--- config.mk ---
export PLATFORM = sky130hd
export DESIGN_NAME = asg_apb_regs
export DESIGN_NICKNAME = d
export VERILOG_FILES = /design/src/hw/asg_pkg.sv /design/src/hw/asg_apb_regs.sv
export VERILOG_INCLUDE_DIRS = /design/src /design/src/hw
export SDC_FILE = /design/constraint.sdc
export NUM_CORES = 1
export LEC_CHECK = 0
export ABC_AREA = 1
export BUFFER_PORTS_ARGS = -buffer_cell sky130_fd_sc_hd__buf_4
export CORE_ASPECT_RATIO = 1.25
export CORE_MARGIN = 4
export CORE_UTILIZATION = 43
export CTS_BUF_LIST = sky130_fd_sc_hd__clkbuf_8
export DETAILED_ROUTE_END_ITERATION = 16
export GPL_TIMING_DRIVEN = 0
export PLACE_DENSITY = 0.79
export SYNTH_ARGS = -nofsm -noshare
export SYNTH_HDL_FRONTEND = slang
export SYNTH_SLANG_ARGS = --single-unit
--- constraint.sdc ---
create_clock -name sto -period 1.6 [get_ports sto]
set_input_delay 0.32 -clock sto [delete_from_list [all_inputs] [get_ports sto]]
set_output_delay 0.32 -clock sto [all_outputs]
set_load 0.02 [all_outputs]
--- src/hw/asg_settings.svh ---
/* widths for the periodic generator; the table holds 2**ASG_CWM samples and
   its APB window at TBL must fit below 2**ASG_AW */
`ifndef ASG_SETTINGS_SVH
`define ASG_SETTINGS_SVH

`default_nettype none

////////////////////////////////////////////////////////////////////////////
// phase pointer, fixed point u(CWM).(CWF)
////////////////////////////////////////////////////////////////////////////

// integer part, also the table index width
`define ASG_CWM 10
// fraction part
`define ASG_CWF 8

////////////////////////////////////////////////////////////////////////////
// data and bus widths
////////////////////////////////////////////////////////////////////////////

// one waveform sample
`define ASG_DW 14
// APB byte address
`define ASG_AW 12

`default_nettype wire

`endif

--- src/hw/asg_pkg.sv ---
/* types shared by the generator blocks; the register offsets assume
   ASG_AW = 12 with the table window at 'h400 */
`include "asg_settings.svh"
`default_nettype none

package asg_pkg;

  // fixed point pointer, magnitude above fraction
  typedef logic [`ASG_CWM+`ASG_CWF-1:0] ptr_t;
  // table index
  typedef logic [`ASG_CWM-1:0] tbl_adr_t;
  // one sample
  typedef logic [`ASG_DW-1:0] smp_t;
  // APB address
  typedef logic [`ASG_AW-1:0] apb_adr_t;

  // single cycle event strobes, bit order as in CTL
  typedef struct packed {
    logic trg;
    logic stp;
    logic str;
    logic rst;
  } evn_t;

  // periodic mode configuration
  typedef struct packed {
    ptr_t siz;
    ptr_t ste;
    ptr_t off;
  } cfg_t;

  // pointer generator to table
  typedef struct packed {
    logic     valid;
    logic     last;
    tbl_adr_t adr;
  } adr_stm_t;

  // table to output
  typedef struct packed {
    logic valid;
    logic last;
    smp_t dat;
  } smp_stm_t;

  // register offsets, TBL is the base of the write-only table window
  typedef enum apb_adr_t {
    CTL = 'h000,
    SIZ = 'h004,
    STE = 'h008,
    OFF = 'h00c,
    STS = 'h010,
    TBL = 'h400
  } reg_adr_e;

endpackage

`default_nettype wire

--- src/hw/asg_apb_regs.sv ---
/* APB configuration slave with zero wait states; CTL bits 0..3 are the rst,
   str, stp and trg strobes and the table window is write-only */
`include "asg_settings.svh"
`timescale 1ns/1ps
`default_nettype none

module asg_apb_regs import asg_pkg::*; (
  input  logic        sto,
  input  logic        rst_n,
  // APB slave
  input  apb_adr_t    paddr,
  input  logic        psel,
  input  logic        penable,
  input  logic        pwrite,
  input  logic [31:0] pwdata,
  output logic [31:0] prdata,
  output logic        pready,
  output logic        pslverr,
  // external trigger
  input  logic        trg,
  // status from the pointer generator
  input  logic        sts_str,
  input  logic        sts_swt,
  // configuration and events
  output cfg_t        cfg,
  output evn_t        evn,
  // table write port
  output logic        tbl_we,
  output tbl_adr_t    tbl_adr,
  output smp_t        tbl_dat
);

  localparam apb_adr_t TBL_BASE = TBL;

  logic acc;
  logic wr;
  logic tbl_hit;
  logic reg_hit;
  evn_t evn_q;

  ////////////////////////////////////////////////////////////////////////////
  // access decode
  ////////////////////////////////////////////////////////////////////////////

  // access phase of a transfer
  assign acc = psel & penable;
  assign wr  = acc & pwrite;

  // upper bits select the table window
  assign tbl_hit = (paddr[`ASG_AW-1:`ASG_CWM] == TBL_BASE[`ASG_AW-1:`ASG_CWM]);

  // no wait states
  assign pready  = 1'b1;
  assign pslverr = acc & ~(reg_hit | tbl_hit);

  ////////////////////////////////////////////////////////////////////////////
  // configuration and events
  ////////////////////////////////////////////////////////////////////////////

  // config survives a soft reset
  always_ff @(posedge sto) begin
    if (!rst_n) begin
      cfg <= '0;
    end else if (wr) begin
      if (paddr == SIZ) cfg.siz <= pwdata[$bits(ptr_t)-1:0];
      if (paddr == STE) cfg.ste <= pwdata[$bits(ptr_t)-1:0];
      if (paddr == OFF) cfg.off <= pwdata[$bits(ptr_t)-1:0];
    end
  end

  // strobes live for one cycle after the CTL write
  always_ff @(posedge sto) begin
    if (!rst_n) begin
      evn_q <= '0;
    end else if (wr && (paddr == CTL)) begin
      evn_q <= evn_t'(pwdata[$bits(evn_t)-1:0]);
    end else begin
      evn_q <= '0;
    end
  end

  // external trigger merged here
  always_comb begin
    evn     = evn_q;
    evn.trg = evn_q.trg | trg;
  end

  // table writes go straight through
  assign tbl_we  = wr & tbl_hit;
  assign tbl_adr = paddr[`ASG_CWM-1:0];
  assign tbl_dat = pwdata[`ASG_DW-1:0];

  ////////////////////////////////////////////////////////////////////////////
  // readback
  ////////////////////////////////////////////////////////////////////////////

  always_comb begin
    reg_hit = 1'b1;
    prdata  = '0;
    case (paddr)
      CTL: prdata = '0;
      SIZ: prdata = 32'(cfg.siz);
      STE: prdata = 32'(cfg.ste);
      OFF: prdata = 32'(cfg.off);
      STS: prdata = {30'd0, sts_swt, sts_str};
      // unmapped, unless inside the table window
      default: reg_hit = 1'b0;
    endcase
  end

endmodule

`default_nettype wire

# Yosys cells after proc, flatten, opt, wreduce, memory -nomap -nowiden
# Cells that the tools add are included.
# op_classes
bitwise,7
muxes,2
reduce_logical,7
n_eq_ne,5
# op_table
op,count
$pmux 18 s4,1
$eq 12x4->1 const B,2
$eq 12x3->1 const B,1
$eq 12x5->1 const B,1
$logic_not 12->1,1
$reduce_and 2->1,4
$reduce_or 5->1,1
$and 1x1->1,4
$eq 2x1->1 const B,1
$or 1x1->1,2
$logic_and 1x1->1,1
$mux 1,1
$not 1->1,1
# totals
regBits,58
out_inout_bits,117
word_cells,28
inputBits,52

# Logic depth before layout (Yosys ltp)
# depth
depth_word,6
depth_mapped,8

# Least setup slack after synthesis
# No wires, ideal clock.
# synth_timing
path_type,input to output
from,input paddr[7]
to,output prdata[11]
n_path_buf,2
path_stages,8
slack_ps,-51
t_required_ps,1280
arrival_ps,1331
cell_sequence,nor2_1 -> nand2_2 -> nor2_8 -> and2_1 -> buf_6 -> buf_12 -> nand2_2 -> nand3_1
# synth_between
elab_chain_cells,2
elab_cells_between_ends,5
# synth_rtl
item,line_no,rtl
from (decl),asg_apb_regs.sv:11,"input apb_adr_t paddr,"
"$eq 12x5->1, or another cell as far along",asg_apb_regs.sv:100,case (paddr)
$pmux 18 s4 *,asg_apb_regs.sv:100,
to (decl),asg_apb_regs.sv:16,"output logic [31:0] prdata,"
# Mark *: on every way between the ends. The rest lies on a longest branch, timed or not.

# Worst setup path after layout
# layout_timing
from,input paddr[6]
to,output prdata[10]
# The elaborated chain is that of the path after synthesis.

==> summary.md <==
| Metric | Value |
|---|---|
| Reg-to-Reg Start | `cfg[36]$_SDFFE_PN0P_` |
| First-pass GRT wire length | `~18000 um` |
| Io pins | `169` |
| Tmin final | `between 1.5 and 2 ns` |
| Clock slew at reported path FFs | `approximately 0.060 ns` |
| Antenna Violating Nets Remaining | `0` |
| Fmax | `548 MHz` |
| Required time of the critical path | `1.28 ns` |
| Cell at the slowest stage of the critical path | `clkbuf_16` |
| Max FO, Critical Path | `5` |
| Leakage power | `0.00335 uW` |
| Peak supply drop | `0.000385 V` |
| Fin cells | `798` |
| Status | `finished with violations` |
| Commonest non-fill, non-tap cell in the layout | `buf_4` |
| Final period util | `114%` |
| End of the critical path | `prdata[10]` |
| Commonest non-fill, non-tap cells in the layout | `buf_4 (167), nand2_1 (122), nor2_1 (114), inv_1 (63), dfxtp_1 (58)` |
| DRC | `0` |
| Cell count after synthesis | `517` |
| Wire length per cell after detailed routing | `15.5 um` |
| Max Root-Sink Buffers | `2` |
| Max-slew violation count | `0` |
| CP max stage delay | `0.16 ns` |
| Hold Path Class | `in -> reg` |
| Total grt overflow | `0` |
| Sequential element share of the synthesized area | `34.8%` |
| Violated checks | `negative setup slack` |
| # diodes | `0` |
| Endpoints failing hold | `0` |
| Clock sinks | `58` |
| Vias | `~3800` |
| CTS tree | `built` |
| Vias in the first global route | `3678` |
| Fillers | `560` |
| Worst path buffer plus inverter count | `5` |
| Utilization after layout | `73.4%` |
| Post-synth top area share | `a little over a third` |
| Post-synth EDFFs | `0` |
| Setup TNS | `-3.40 ns` |
| Synthesized area | `~3300 sq um` |
| Syn. warnings | `0` |
| Initial Utilization | `44.8%` |
| Top cell type by total area after synthesis | `dfxtp_1` |
| Power per Cell Area | `about 620 nW/um^2` |
| Synth unique cells | `23` |
| Top FF cell, synth | `dfxtp_1` |
| TritonCTS Buffers | `9` |
| H-tree levels | `3` |
| Root cell of the clock tree | `clkbuf_8` |
| Hold depth | `3` |
| Register-to-Register Setup Slack | `between 0.7 and 0.8 ns` |
| CP arrival | `roughly 1.5 ns` |
| Slew margin rel. | `between 60 and 70%` |
| Final setup viols | `19` |
| Worst setup SP type | `input pin` |
| Setup Skew | `0 ns` |
| Dpl cells | `760` |
| Crit path depth | `11` |
| Layout cell share with drive strength beyond 1 | `44.8%` |
| Die ar. | `9240 sq um` |
| Row count | `35` |
| Ys async rst share | `0%` |
| Largest delay share family, worst path | `buffers and inverters` |
| Final RePlAce weighted congestion | `0.813` |
| Total chip power | `3390 uW` |
| Synth top area cells | `dfxtp_1 (35%), nand2_1 (17%), nor2_1 (13%)` |
| Crit path kind | `in -> out` |
| Via/cell ratio | `4.79` |
| Total wire length | `12300 um` |
| Hold buffers post-CTS | `0` |
| Worst-path cell chain | `buf_8 -> nor2_4 -> nand2_4 -> nor2_8 -> buf_6 -> nand2_4 -> inv_6 -> clkbuf_16 -> nand2_1 -> nand3_2 -> buf_6` |
| # Max-Cap Violations | `0` |
| Reg2reg path depth | `4` |
| R2R Path End | `cfg[36]$_SDFFE_PN0P_` |
| Pre-Repair DR Iteration Count | `5` |
| Worst Setup SP | `paddr[6]` |
| Syn-to-layout area delta | `63.7%` |
| Post-DP HPWL | `7600 um` |
| RSZ-0062 raised after global routing | `yes` |
| Crit end category | `primary output` |
| All-Layer GR Usage | `24.7%` |
| Setup WS post-layout | `-0.225 ns` |
| Core area | `7440 sq um` |
| Clk_lat worst skew | `approximately 0.34 ns` |
| Die W | `86.8 um` |
| Actual slew at the worst max-slew pin | `0.546 ns` |
| Largest net degree at the start of global routing | `11` |
| Flops & latches, synth | `58` |
| Initial antenna violation count | `0` |
| Final net count | `753` |
| Die Ht | `106 um` |
| Synth Area per Inst | `~6.5 sq um` |
| I/O Buffers | `138` |
| DR iter-0 viols | `141` |
==> final cells by class <==
class | count | area (sq um) | area share [%]
Buffer | 61 | 489 | 8.95
Clock buffer | 10 | 138 | 2.52
Clock inverter | 6 | 81.3 | 1.49
Inverter | 65 | 249 | 4.56
Multi-Input combinational cell | 344 | 1800 | 32.9
Sequential cell | 58 | 1160 | 21.3
Tap cell | 92 | 115 | 2.11
Timing Repair Buffer | 162 | 1430 | 26.2
==> cell families (layout without fill, tap and decap cells) <==
| family | after synthesis | in the layout | share of synthesized area (%) |
|---|---|---|---|
| other | 2 | 15 | 0.225 |
| flip-flops | 58 | 58 | 34.8 |
| buffers and inverters | 128 | 304 | 22.0 |
| AND/OR/NAND/NOR | 329 | 329 | 43.0 |
==> flip-flops by register name, summed over array words and instances, names as in the netlist <==
register,cells
cfg,54
evn_q,1
evn,3
==> repair_timing <==
item | CTS | global route
cloned | 3 | 1
setup endpoints to repair | 19 | 19
setup buffers | 18 | 3
gates resized for setup | 69 | 54
hold endpoints to repair | 0 | 0
pin swaps | 6 | 24
==> per-layer routing <==
metal	share of wire, %	track usage (%)
met1	36	27.2
met3	7.2	4.96
met2	53	44.8
met4	3.3	10.2
met5	0	0
==> report_power, final <==
| part | switching, uW | total [uW] | internal [uW] |
|---|---|---|---|
| Clock | 615 | 1520 | 908 |
| Combinational | 224 | 424 | 200 |
| Sequential | 0.0855 | 1440 | 1440 |
| Total | 838 | 3390 | 2550 |
==> tightest hold or removal path, cell delays in order <==
cell	delay, ns
buf_4	0.09
nor2_1	0.04
nor2_1	0.08
==> worst min-delay path by stage <==
stage,from,to,slack (ns)
floorplan,pwdata[0],evn[0]$_SDFF_PN0_,0.43
global placement,cfg[48]$_SDFFE_PN0P_,cfg[48]$_SDFFE_PN0P_,0.52
detailed placement,cfg[36]$_SDFFE_PN0P_,cfg[36]$_SDFFE_PN0P_,0.52
CTS,pwdata[14],cfg[14]$_SDFFE_PN0P_,0.22
global route,pwdata[15],cfg[15]$_SDFFE_PN0P_,0.24
finish,pwdata[16],cfg[34]$_SDFFE_PN0P_,0.22
==> Yosys cell counts, types with 2 or more instances <==
cell,count
and2_1,2
buf_2,3
nand3_1,18
nand2_1,154
nor2_1,119
nand4_1,4
buf_6,9
inv_2,2
nand3_2,8
nand3_4,3
buf_4,44
inv_1,63
clkbuf_1,6
nor2_2,4
conb_1,2
dfxtp_1,58
nand2_2,12
==> per-stage QoR <==
stage | area, sq um | hold WS, ns | worst slack, ns
after detailed placement | 4560 | 0.517 | -0.420
after global placement | 4560 | 0.517 | -0.399
after floorplan | 3410 | 0.432 | 0.000672
after global routing | 5460 | 0.236 | -0.253
final | 5460 | 0.223 | -0.225
after CTS | 5250 | 0.217 | -0.193
No activity file was read; power rests on OpenSTA's default activity.
