## config.mk

```make
export PLATFORM = sky130hd
export DESIGN_NAME = asg_per
export DESIGN_NICKNAME = d
export VERILOG_FILES = /design/src/hw/asg_pkg.sv /design/src/hw/asg_per.sv
export VERILOG_INCLUDE_DIRS = /design/src /design/src/hw
export SDC_FILE = /design/constraint.sdc
export NUM_CORES = 1
export LEC_CHECK = 0
export BUFFER_PORTS_ARGS = -buffer_cell sky130_fd_sc_hd__buf_2
export CORE_AREA = 2 2 134 97
export DETAILED_ROUTE_END_ITERATION = 6
export DIE_AREA = 0 0 136 99
export PLACE_DENSITY = 0.46
export SYNTH_ARGS = -nofsm -noshare
export SYNTH_HDL_FRONTEND = slang
export SYNTH_SLANG_ARGS = --single-unit
```

## constraint.sdc

```tcl
create_clock -name sto -period 5.5 [get_ports sto]
set_clock_uncertainty 0.1 [all_clocks]
set_input_delay 1.1 -clock sto [delete_from_list [all_inputs] [get_ports sto]]
set_output_delay 1.1 -clock sto [all_outputs]
set_load 0.01 [all_outputs]
```

## src/hw/asg_settings.svh

```systemverilog
/* widths for the periodic generator; the table holds 2**ASG_CWM samples and
   its APB window at TBL must fit below 2**ASG_AW */
`ifndef ASG_SETTINGS_SVH
`define ASG_SETTINGS_SVH

`default_nettype none

////////////////////////////////////////////////////////////////////////////
// phase pointer, fixed point u(CWM).(CWF)
////////////////////////////////////////////////////////////////////////////

// integer part, also the table index width
`define ASG_CWM 10
// fraction part
`define ASG_CWF 8

////////////////////////////////////////////////////////////////////////////
// data and bus widths
////////////////////////////////////////////////////////////////////////////

// one waveform sample
`define ASG_DW 14
// APB byte address
`define ASG_AW 12

`default_nettype wire

`endif

```

## src/hw/asg_pkg.sv

```systemverilog
/* types shared by the generator blocks; the register offsets assume
   ASG_AW = 12 with the table window at 'h400 */
`include "asg_settings.svh"
`default_nettype none

package asg_pkg;

  // fixed point pointer, magnitude above fraction
  typedef logic [`ASG_CWM+`ASG_CWF-1:0] ptr_t;
  // table index
  typedef logic [`ASG_CWM-1:0] tbl_adr_t;
  // one sample
  typedef logic [`ASG_DW-1:0] smp_t;
  // APB address
  typedef logic [`ASG_AW-1:0] apb_adr_t;

  // single cycle event strobes, bit order as in CTL
  typedef struct packed {
    logic trg;
    logic stp;
    logic str;
    logic rst;
  } evn_t;

  // periodic mode configuration
  typedef struct packed {
    ptr_t siz;
    ptr_t ste;
    ptr_t off;
  } cfg_t;

  // pointer generator to table
  typedef struct packed {
    logic     valid;
    logic     last;
    tbl_adr_t adr;
  } adr_stm_t;

  // table to output
  typedef struct packed {
    logic valid;
    logic last;
    smp_t dat;
  } smp_stm_t;

  // register offsets, TBL is the base of the write-only table window
  typedef enum apb_adr_t {
    CTL = 'h000,
    SIZ = 'h004,
    STE = 'h008,
    OFF = 'h00c,
    STS = 'h010,
    TBL = 'h400
  } reg_adr_e;

endpackage

`default_nettype wire

```

## src/hw/asg_per.sv

```systemverilog
/* periodic mode only; triggers during a run are ignored and after a stop the
   run ends once the beat marked last has been accepted */
`include "asg_settings.svh"
`timescale 1ns/1ps
`default_nettype none

module asg_per import asg_pkg::*; (
  input  logic     sto,
  input  logic     rst_n,
  input  evn_t     evn,
  input  cfg_t     cfg,
  output adr_stm_t adr_stm,
  input  logic     adr_rdy,
  output logic     sts_str,
  output logic     sts_swt
);

  localparam int unsigned PW = $bits(ptr_t);

  ptr_t        ptr_cur;
  // one extra bit for the borrow
  logic [PW:0] ptr_nxt;
  logic [PW:0] ptr_sub;
  logic        ptr_neg;
  logic        ctl_run;
  logic        ctl_end;
  logic        lst_pnd;

  ////////////////////////////////////////////////////////////////////////////
  // start/stop and run status
  ////////////////////////////////////////////////////////////////////////////

  // trigger while started or together with start, idle only
  assign ctl_run = evn.trg & (sts_str | evn.str) & ~evn.stp & ~sts_swt;

  // current beat is the final one
  assign ctl_end = sts_swt & (evn.stp | lst_pnd);

  always_ff @(posedge sto) begin
    if (!rst_n) begin
      sts_str <= 1'b0;
      sts_swt <= 1'b0;
      lst_pnd <= 1'b0;
    end else if (evn.rst) begin
      sts_str <= 1'b0;
      sts_swt <= 1'b0;
      lst_pnd <= 1'b0;
    end else begin
      // stop wins over start
      if (evn.stp)      sts_str <= 1'b0;
      else if (evn.str) sts_str <= 1'b1;
      // run ends when the last beat is taken
      if (ctl_end && adr_rdy) sts_swt <= 1'b0;
      else if (ctl_run)       sts_swt <= 1'b1;
      // stop seen but last beat still stalled
      lst_pnd <= ctl_end & ~adr_rdy;
    end
  end

  ////////////////////////////////////////////////////////////////////////////
  // modulo phase pointer
  ////////////////////////////////////////////////////////////////////////////

  assign ptr_nxt = {1'b0, ptr_cur} + ({1'b0, cfg.ste} + 1'b1);
  assign ptr_sub = ptr_nxt - ({1'b0, cfg.siz} + 1'b1);
  // borrow set, no wrap needed
  assign ptr_neg = ptr_sub[PW];

  always_ff @(posedge sto) begin
    if (!rst_n) begin
      ptr_cur <= '0;
    end else if (evn.rst) begin
      ptr_cur <= '0;
    end else if (ctl_run) begin
      ptr_cur <= cfg.off;
    end else if (sts_swt && adr_rdy) begin
      // advance on accepted beat only
      ptr_cur <= ptr_neg ? ptr_nxt[PW-1:0] : ptr_sub[PW-1:0];
    end
  end

  // integer part addresses the table
  assign adr_stm.valid = sts_swt;
  assign adr_stm.last  = ctl_end;
  assign adr_stm.adr   = ptr_cur[PW-1 -: `ASG_CWM];

endmodule

`default_nettype wire

```

Yosys cells after proc, flatten, opt, wreduce, memory -nomap -nowiden --
Index checks and enable logic that the tools add are counted.
Storage, ports and cells: input bits 61, register bits 21
Cells by class: bitwise operators 11, multiplexer cells 3, $add $sub $neg 4, reduce and logical (&&, ||, !) cells 6
Operators with widths (number):
- 18-bit 2-to-1 mux | 3
- 18-bit by 1-bit adder with 19-bit output, second input constant | 2
- 18-bit by 19-bit adder with 19-bit output | 1
- 19-bit subtractor | 1
- 3-bit OR reduction | 2
- 1-bit bitwise AND | 5
- 1-bit inverter | 4
- 1-bit logical AND | 2
- 1-bit bitwise OR | 2
- 2-bit nonzero test | 1
- 2-bit OR reduction | 1

Longest topological paths before layout --
Gate-level depths: netlist of the first run.
word-level depth 6, mapped depth 21

Worst setup path before layout of the first run --
OpenSTA, ideal clock, no wires.
kind input to register, start point input port cfg[18] (netlist name), end point register ptr_cur[15], stages on the path 21, library setup time 0.133 ns, setup slack 0.764 ns, arrival 4.503 ns, path buffers 2, required time 5.267 ns, cell sequence inv_1 ha_1 inv_1 fa_1 a211oi_2 o211ai_2 nand2_1 a21oi_1 o22ai_1 xnor2_1 ha_1 buf_2 and4_1 nor3b_2 o31ai_2 a31oi_1 a31oi_2 xnor2_2 buf_6 mux2i_1 o22ai_1
On the way: word-level cells in the longest chain between the ends 6
RTL lines:
- start: declaration | line asg_per.sv:11 | input cfg_t cfg,
- 18-bit by 1-bit adder with 19-bit output * | line asg_per.sv:64 | assign ptr_nxt = {1'b0, ptr_cur} + ({1'b0, cfg.ste} + 1'b1);
- 18-bit by 19-bit adder with 19-bit output * | line asg_per.sv:64
- 19-bit subtractor | line asg_per.sv:65 | assign ptr_sub = ptr_nxt - ({1'b0, cfg.siz} + 1'b1);
- 18-bit 2-to-1 mux * | line asg_per.sv:78 | ptr_cur <= ptr_neg ? ptr_nxt[PW-1:0] : ptr_sub[PW-1:0];
- 18-bit 2-to-1 mux * | line asg_per.sv:76 | end else if (sts_swt && adr_rdy) begin
- 18-bit 2-to-1 mux * | line asg_per.sv:74 | end else if (ctl_run) begin
- end signal: assignment | line asg_per.sv:75 | ptr_cur <= cfg.off;
- end signal: assignment | line asg_per.sv:78
- end: declaration | line asg_per.sv:20 | ptr_t ptr_cur;
Every way passes the cells marked *; elsewhere a longest branch is shown, timed or not. The select of a mux whose other input is x is not followed. A chain may end at the register's enable or synchronous reset.

Final worst setup path of the first run --
start point input port cfg[18] (netlist name), end point register ptr_cur[1]
The elaborated chain is that of the path after synthesis.

==> results of run 1 <==
## placed cells by master, fill, tap and decap left out, types with 8 or more instances in the layout
cell,instances
xnor2_1,18
o21ai_0,14
inv_1,38
o21ai_1,13
a22oi_1,13
o31ai_1,8
nor2_1,24
dfxtp_1,21
xor2_1,9
o21a_1,8
nand3_1,10
ha_1,36
a21oi_1,29
nand2_1,16
buf_2,74
mux2i_1,15
a21o_1,9
## kinds of logic after synthesis
family          Yosys count  share of synthesized area
compound gates          136                     0.3153
xor+xnor                 28                    0.08481
fa+ha+maj                38                     0.1646
buf+inv                  59                    0.09488
flops                    21                     0.1411
mux                      16                    0.05415
simple gates             85                     0.1453
## cell usage after synthesis (all sizes together), types with 2 or more instances
cell type  count  share of area
and4           3         0.0088
xor2           9          0.026
mux2i         15          0.050
buf           16          0.041
xnor2         19          0.058
nand2         16          0.020
nor2          24          0.030
o21a           8          0.020
a21o           9          0.023
o22ai          5          0.010
clkbuf         5         0.0063
a31oi          5          0.013
a221oi         2         0.0059
a21oi         31          0.055
a21boi         3         0.0088
or2            3         0.0063
nand2b         3         0.0063
a2111oi        2          0.012
or4            3         0.0076
fa             2          0.013
or3            2         0.0042
and2           2         0.0042
nor2b          3         0.0063
o221ai         2         0.0059
and3           3         0.0063
inv           38          0.048
nor3           5         0.0084
a211oi         4          0.012
nor4           2         0.0042
o211ai         4          0.012
o21ai         27          0.045
o21bai         3         0.0076
dfxtp         21           0.14
nand3         10          0.017
nand4          3         0.0063
o31ai         11          0.031
ha            36           0.15
a22oi         13          0.033
nand3b         2         0.0050
## final timing paths
path / cells past startpoint / endpoint
setup / recovery: 21 / ptr_cur[1]
hold / removal: 2 / ptr_cur[0]
setup reg to reg: 20 / ptr_cur[1]
hold reg to reg: 2 / ptr_cur[0]
## state kept, by name, summed over array words and instances, names as in the netlist
register / flops
ptr_cur: 18
sts_str: 1
sts_swt: 1
lst_pnd: 1
## cell type report
type	count	area, um^2
multi-input combinational	303	2282
sequential	21	420.4
tap	162	202.7
timing repair buffer	78	412.9
clock buffer	4	78.83
fill	1368	8627
inverter	38	142.6
## through the flow
stage | total power (W) | utilization | hold slack, ns | setup slack, ns
2_1_floorplan | 0.0004001 | - | 0.3541 | 0.7636
3_3_place_gp | 0.0004886 | 0.2840 | 0.3814 | 0.2372
3_5_place_dp | 0.0004867 | 0.2840 | 0.3812 | 0.1172
4_1_cts | 0.0006440 | 0.2905 | 0.3954 | 0.3537
5_1_grt | 0.0006865 | 0.2909 | 0.4185 | 0.02347
6_report | 0.0006423 | 0.2909 | 0.3937 | 0.3803
## worst min-delay path: cells and delay by family, from the launching register on
family	cells	cell delay [ns]
DFF	1	0.32
AOI/OAI and AO/OA	2	0.14
## power groups by stage
| stage | clock network (W) | registers, W | logic, W |
|---|---|---|---|
| finish | 0.000156 | 0.000158 | 0.000328 |
| global route | 0.000164 | 0.000159 | 0.000364 |
| CTS | 0.000159 | 0.000158 | 0.000327 |
| detailed placement | 0 | 0.000162 | 0.000325 |
| global placement | 0 | 0.000162 | 0.000327 |
| floorplan | 0 | 0.000160 | 0.000240 |
## per-layer routing
metal | GRT usage | share of wire | routed length [um]
met1 | 0.1968 | 0.53 | 4618
met2 | 0.2041 | 0.44 | 3852
met3 | 0.005658 | 0.033 | 292
met4 | 0.01923 | 0.0034 | 30
met5 | 0 | 0 | 0
==> impl_metrics.py, run 1 <==
metrics = {
    "timing": {
        "fmax_mhz": 195.3,
        "rsz0062_at_grt": "false",
        "slew_viol_final": 0,
        "period_share": 0.9309,
        "post-route-min-period_ns": 5.120,
        "finalSetupTns_ns": 0,
        "hold_viol": 0,
        "relSlewSlack": 0.4638,
        "tightestPinTransition_ns": 0.8013,
        "setup_viol": 0,
    },
    "power_and_ir_drop": {
        "power.density_nw_per_um2": 181.5,
        "switching_share": 0.3785,
        "leakage_nw": 1.641,
        "peakVddDrop_mv": 0.08976,
        "switchingPower_w": 0.0002431,
        "p_clk_frac": 0.242,
        "combPwrFrac": 0.511,
        "intPower_w": 0.0003991,
        "power_frac_seq": 0.246,
    },
    "clocking": {
        "cts.hold.buffers_added": 0,
        "clock-root-buffer": "clkbuf_16",
        "postCtsSetupBuffers": 0,
        "clk_latency_ns": 0.25,
        "path_clk_slew_ns": 0.06,
        "tritoncts": "built",
        "clock_path_buffers": 2,
        "htreeDepth": 1,
        "clock_sinks": 21,
        "cts_buffers": 3,
        "cts_resized": 0,
    },
    "finish": {
        "final_area_um2": 3540,
        "nNetsFinal": 544,
        "layoutNonFillerInstCount": 606,
        "drive_gt1_frac": 0.2162,
        "syn_to_final_growth_pct": 18.77,
        "antenna_cells": 0,
    },
    "routing": {
        "drt-pass1-iter-count": 4,
        "wirelength_um": 8793,
        "ant_nets": 0,
        "drt_iter0_markers": 178,
        "post_drt_wl_per_cell_um": 14.51,
        "viasPerCell": 4.792,
        "vias": 2904,
        "drc_errors": 0,
    },
    "setup_path": {
        "cp_num_buf_inv": 4,
        "critPathMaxStageDelay_ns": 0.43,
        "endpoint_kind": "flip-flop",
        "r2r_slack_ns": 1.02,
        "cp-startpoint": "cfg[18]",
        "r2r_start": "ptr_cur[0]",
        "arrival_ns": 5.20,
        "crit_family": "compound AO/OA/AOI/OAI gates",
        "cp_max_fo": 21,
        "crit_chain": "buf_2 -> inv_1 -> ha_1 -> inv_1 -> fa_1 -> a211oi_2 -> o211ai_2 -> nand2_1 -> a21oi_1 -> o22ai_1 -> xnor2_1 -> ha_1 -> a21oi_2 -> a21oi_1 -> a211oi_1 -> a31oi_1 -> a31oi_2 -> xnor2_2 -> buf_12 -> mux2_1 -> o21ai_1",
        "critical_path_class": "in -> reg",
        "cp-start-kind": "input port",
        "slowest_stage": "fa_1",
        "required_ns": 5.58,
    },
    "worst_hold_path": {
        "min_path_type": "reg -> reg",
        "hold_start": "ptr_cur[0]",
    },
    "die": {
        "die_h_um": 99,
        "fp.dieW_um": 136,
        "coreArea_um2": 12170,
        "ios": 75,
        "die_area_um2": 13460,
        "rows": 34,
        "start_util": 0.2450,
    },
    "synth": {
        "synth_warnings": 0,
        "syn-cell-area_um2": 2980,
        "syn_nets": 482,
        "synth_seq_cells": 21,
        "synth_flop_cell": "dfxtp_1",
        "async_flop_share": 0,
        "yosysSeqAreaShare": 0.1411,
        "synth_cell_type_count": 62,
        "netlist_instances": 383,
        "syn_avg_cell_area_um2": 7.782,
        "synth_edf_count": 0,
    },
    "placed_design": {
        "dp_hpwl_um": 7539,
        "post_dp_cell_area_um2": 3456,
        "numPortBuffers": 74,
        "place.gp.congestion": 0.8329,
        "dpl.cell_count": 602,
    },
    "grt": {
        "grt_start_max_net_pins": 22,
        "grt_pass1_wl_um": 14020,
        "grt_pass1_vias": 2809,
        "grt_overflow_total": 0,
        "grt_antenna_before_repair": 0,
        "grt_usage": 0.1292,
    },
    "status": {
        "status": "complete, no violations",
    },
    "flow_run": {
        "cap_violations": 0,
    },
}
Power figures use the tool's default switching activity.
==> inputs of run 2 (changes only) <==
CORE_AREA = 2 2 91 67   (was 2 2 134 97)
DIE_AREA = 0 0 93 69   (was 0 0 136 99)
PLACE_DENSITY = 0.84   (was 0.46)
clock period = 5.6 ns   (was 5.5 ns; I/O delays follow)
==> run 2 against run 1 <==
Against the previous run:
- count of clock-buffer cells in the layout unchanged
- power down 11%
- sequential share of layout area up 0.60 points
- sequential power about the same
- sequential cell count stayed put
- die area down 52%
- wire length is 8.8% lower
- critical path type unchanged
==> impl_metrics.py, run 2 (synthesis gave the netlist of run 1 again) <==
metrics = {
    "clocking": {
        "cts.hold.buffers_added": 0,
        "postCtsSetupBuffers": 0,
        "cts_resized": 0,
        "clock_path_buffers": 2,
        "cts_buffers": 3,
        "clock_sinks": 21,
        "htreeDepth": 1,
        "tritoncts": "built",
        "path_clk_slew_ns": 0.08,
        "clock-root-buffer": "clkbuf_8",
        "clk_latency_ns": 0.26,
    },
    "grt": {
        "grt_usage": 0.2506,
        "grt_pass1_wl_um": 13340,
        "grt_start_max_net_pins": 22,
        "grt_overflow_total": 0,
        "grt_pass1_vias": 2855,
        "grt_antenna_before_repair": 0,
    },
    "timing": {
        "slew_viol_final": 0,
        "setup_viol": 0,
        "post-route-min-period_ns": 5.126,
        "period_share": 0.9154,
        "tightestPinTransition_ns": 1.189,
        "hold_viol": 0,
        "fmax_mhz": 195.1,
        "finalSetupTns_ns": 0,
        "relSlewSlack": 0.2009,
        "rsz0062_at_grt": "false",
    },
    "setup_path": {
        "required_ns": 5.69,
        "arrival_ns": 5.21,
        "critical_path_class": "in -> reg",
        "crit_chain": "buf_2 -> ha_1 -> nor2b_1 -> o31ai_1 -> a2111oi_0 -> o31ai_1 -> nor2b_1 -> xnor2_1 -> ha_1 -> and4_1 -> nor3b_2 -> o31ai_2 -> a31oi_1 -> a31oi_2 -> xnor2_2 -> buf_12 -> mux2_1 -> o21ai_1",
        "r2r_slack_ns": 1.07,
        "cp_max_fo": 21,
        "worstRegToRegCells": 17,
        "r2r_start": "ptr_cur[1]",
        "rr_endpoint": "ptr_cur[1]",
        "slowest_stage": "o31ai_1",
        "critPathMaxStageDelay_ns": 0.42,
        "cp-start-kind": "input port",
        "endpoint_kind": "flip-flop",
    },
    "finish": {
        "drive_gt1_frac": 0.2086,
        "regMostFlops": "ptr_cur",
        "layoutNonFillerInstCount": 516,
        "syn_to_final_growth_pct": 13.06,
        "nNetsFinal": 541,
        "layout_common_cells": "buf_2, inv_1, ha_1",
        "layout_commonest_cell": "buf_2",
        "antenna_cells": 0,
        "largest_register_ffs": 18,
    },
    "routing": {
        "wirelength_um": 8015,
        "post_drt_wl_per_cell_um": 15.53,
        "viasPerCell": 5.841,
        "vias": 3014,
        "drc_errors": 0,
        "drt-pass1-iter-count": 5,
        "ant_nets": 0,
        "drt_iter0_markers": 300,
    },
    "worst_hold_path": {
        "hold_end": "ptr_cur[2]",
        "hold_start": "ptr_cur[2]",
        "min_path_type": "reg -> reg",
        "whs_path_depth": 2,
    },
    "placed_design": {
        "dp_hpwl_um": 6615,
        "dpl.cell_count": 512,
        "numPortBuffers": 74,
        "place.gp.congestion": 0.8854,
    },
    "power_and_ir_drop": {
        "peakVddDrop_mv": 0.09012,
        "leakage_nw": 1.614,
        "power_frac_seq": 0.270,
        "switchingPower_w": 0.0002317,
        "p_clk_frac": 0.178,
        "intPower_w": 0.0003425,
        "power.density_nw_per_um2": 170.4,
        "switching_share": 0.4036,
        "combPwrFrac": 0.552,
    },
    "die": {
        "die_area_um2": 6417,
        "start_util": 0.5394,
        "rows": 23,
        "die_h_um": 69,
        "coreArea_um2": 5525,
        "ios": 75,
        "fp.dieW_um": 93,
    },
    "flow_run": {
        "cap_violations": 0,
    },
    "status": {
        "status": "complete, no violations",
    },
}
## run 2: cell types whose count changed in the layout (fill, tap and decap cells not counted)
cell       previous run  this run
clkbuf_16             3         0
o31ai_1               8         9
buf_4                 3         0
clkbuf_8              0         3
o31ai_2               3         2
## run 2: power groups by stage
| stage | Combinational, W | Clock (W) | Sequential (W) |
|---|---|---|---|
| floorplan | 0.000235 | 0 | 0.000158 |
| global placement | 0.000303 | 0 | 0.000158 |
| detailed placement | 0.000310 | 0 | 0.000158 |
| CTS | 0.000312 | 0.0000979 | 0.000155 |
| global route | 0.000348 | 0.000105 | 0.000155 |
| finish | 0.000317 | 0.000102 | 0.000155 |
## run 2: cell type report
| cell class | count | area (um^2) |
|---|---|---|
| inverter | 38 | 142.6 |
| fill | 515 | 2156 |
| timing repair buffer | 75 | 390.4 |
| clock buffer | 4 | 45.04 |
| tap | 75 | 93.84 |
| multi-input combinational | 303 | 2277 |
| sequential | 21 | 420.4 |
## run 2: stage by stage
step	hold slack (ns)	power (W)	util	cell area (um^2)	setup slack, ns
after CTS	0.4039	0.0005649	0.6098	3369	0.4790
after floorplan	0.3541	0.0003930	-	2980	0.8436
after global routing	0.4334	0.0006081	0.6098	3369	0.08441
after global placement	0.3806	0.0004610	0.6017	3324	0.4111
final	0.4050	0.0005742	0.6098	3369	0.4738
after detailed placement	0.3838	0.0004679	0.6017	3324	0.2486
## run 2: how the worst max path moves through the flow
stage	start	to	slack, ns	cells after the start
floorplan	cfg[18]	ptr_cur[15]	0.84	21
global placement	cfg[19]	ptr_cur[1]	0.41	18
detailed placement	cfg[19]	ptr_cur[1]	0.25	18
CTS	cfg[19]	ptr_cur[1]	0.48	18
global route	cfg[19]	ptr_cur[1]	0.08	18
finish	cfg[19]	ptr_cur[1]	0.47	18
## run 2: critical path, delay by kind of cell
kind	cells	cell delay (ns)
adders and majority gates	2	0.70
AOI/OAI and AO/OA	7	1.63
xor gates and xnor gates	2	0.32
muxes	1	0.34
and+or+nand+nor	4	0.79
buffers and inverters	2	0.32
## run 2: routing by layer
layer | global-route usage | wire length (um) | vias to the layer above
li1 | - | - | 1521
met1 | 0.3924 | 3929 | 1384
met2 | 0.3800 | 3544 | 101
met3 | 0.005464 | 460 | 8
met4 | 0.05719 | 80 | 0
met5 | 0 | 0 | -
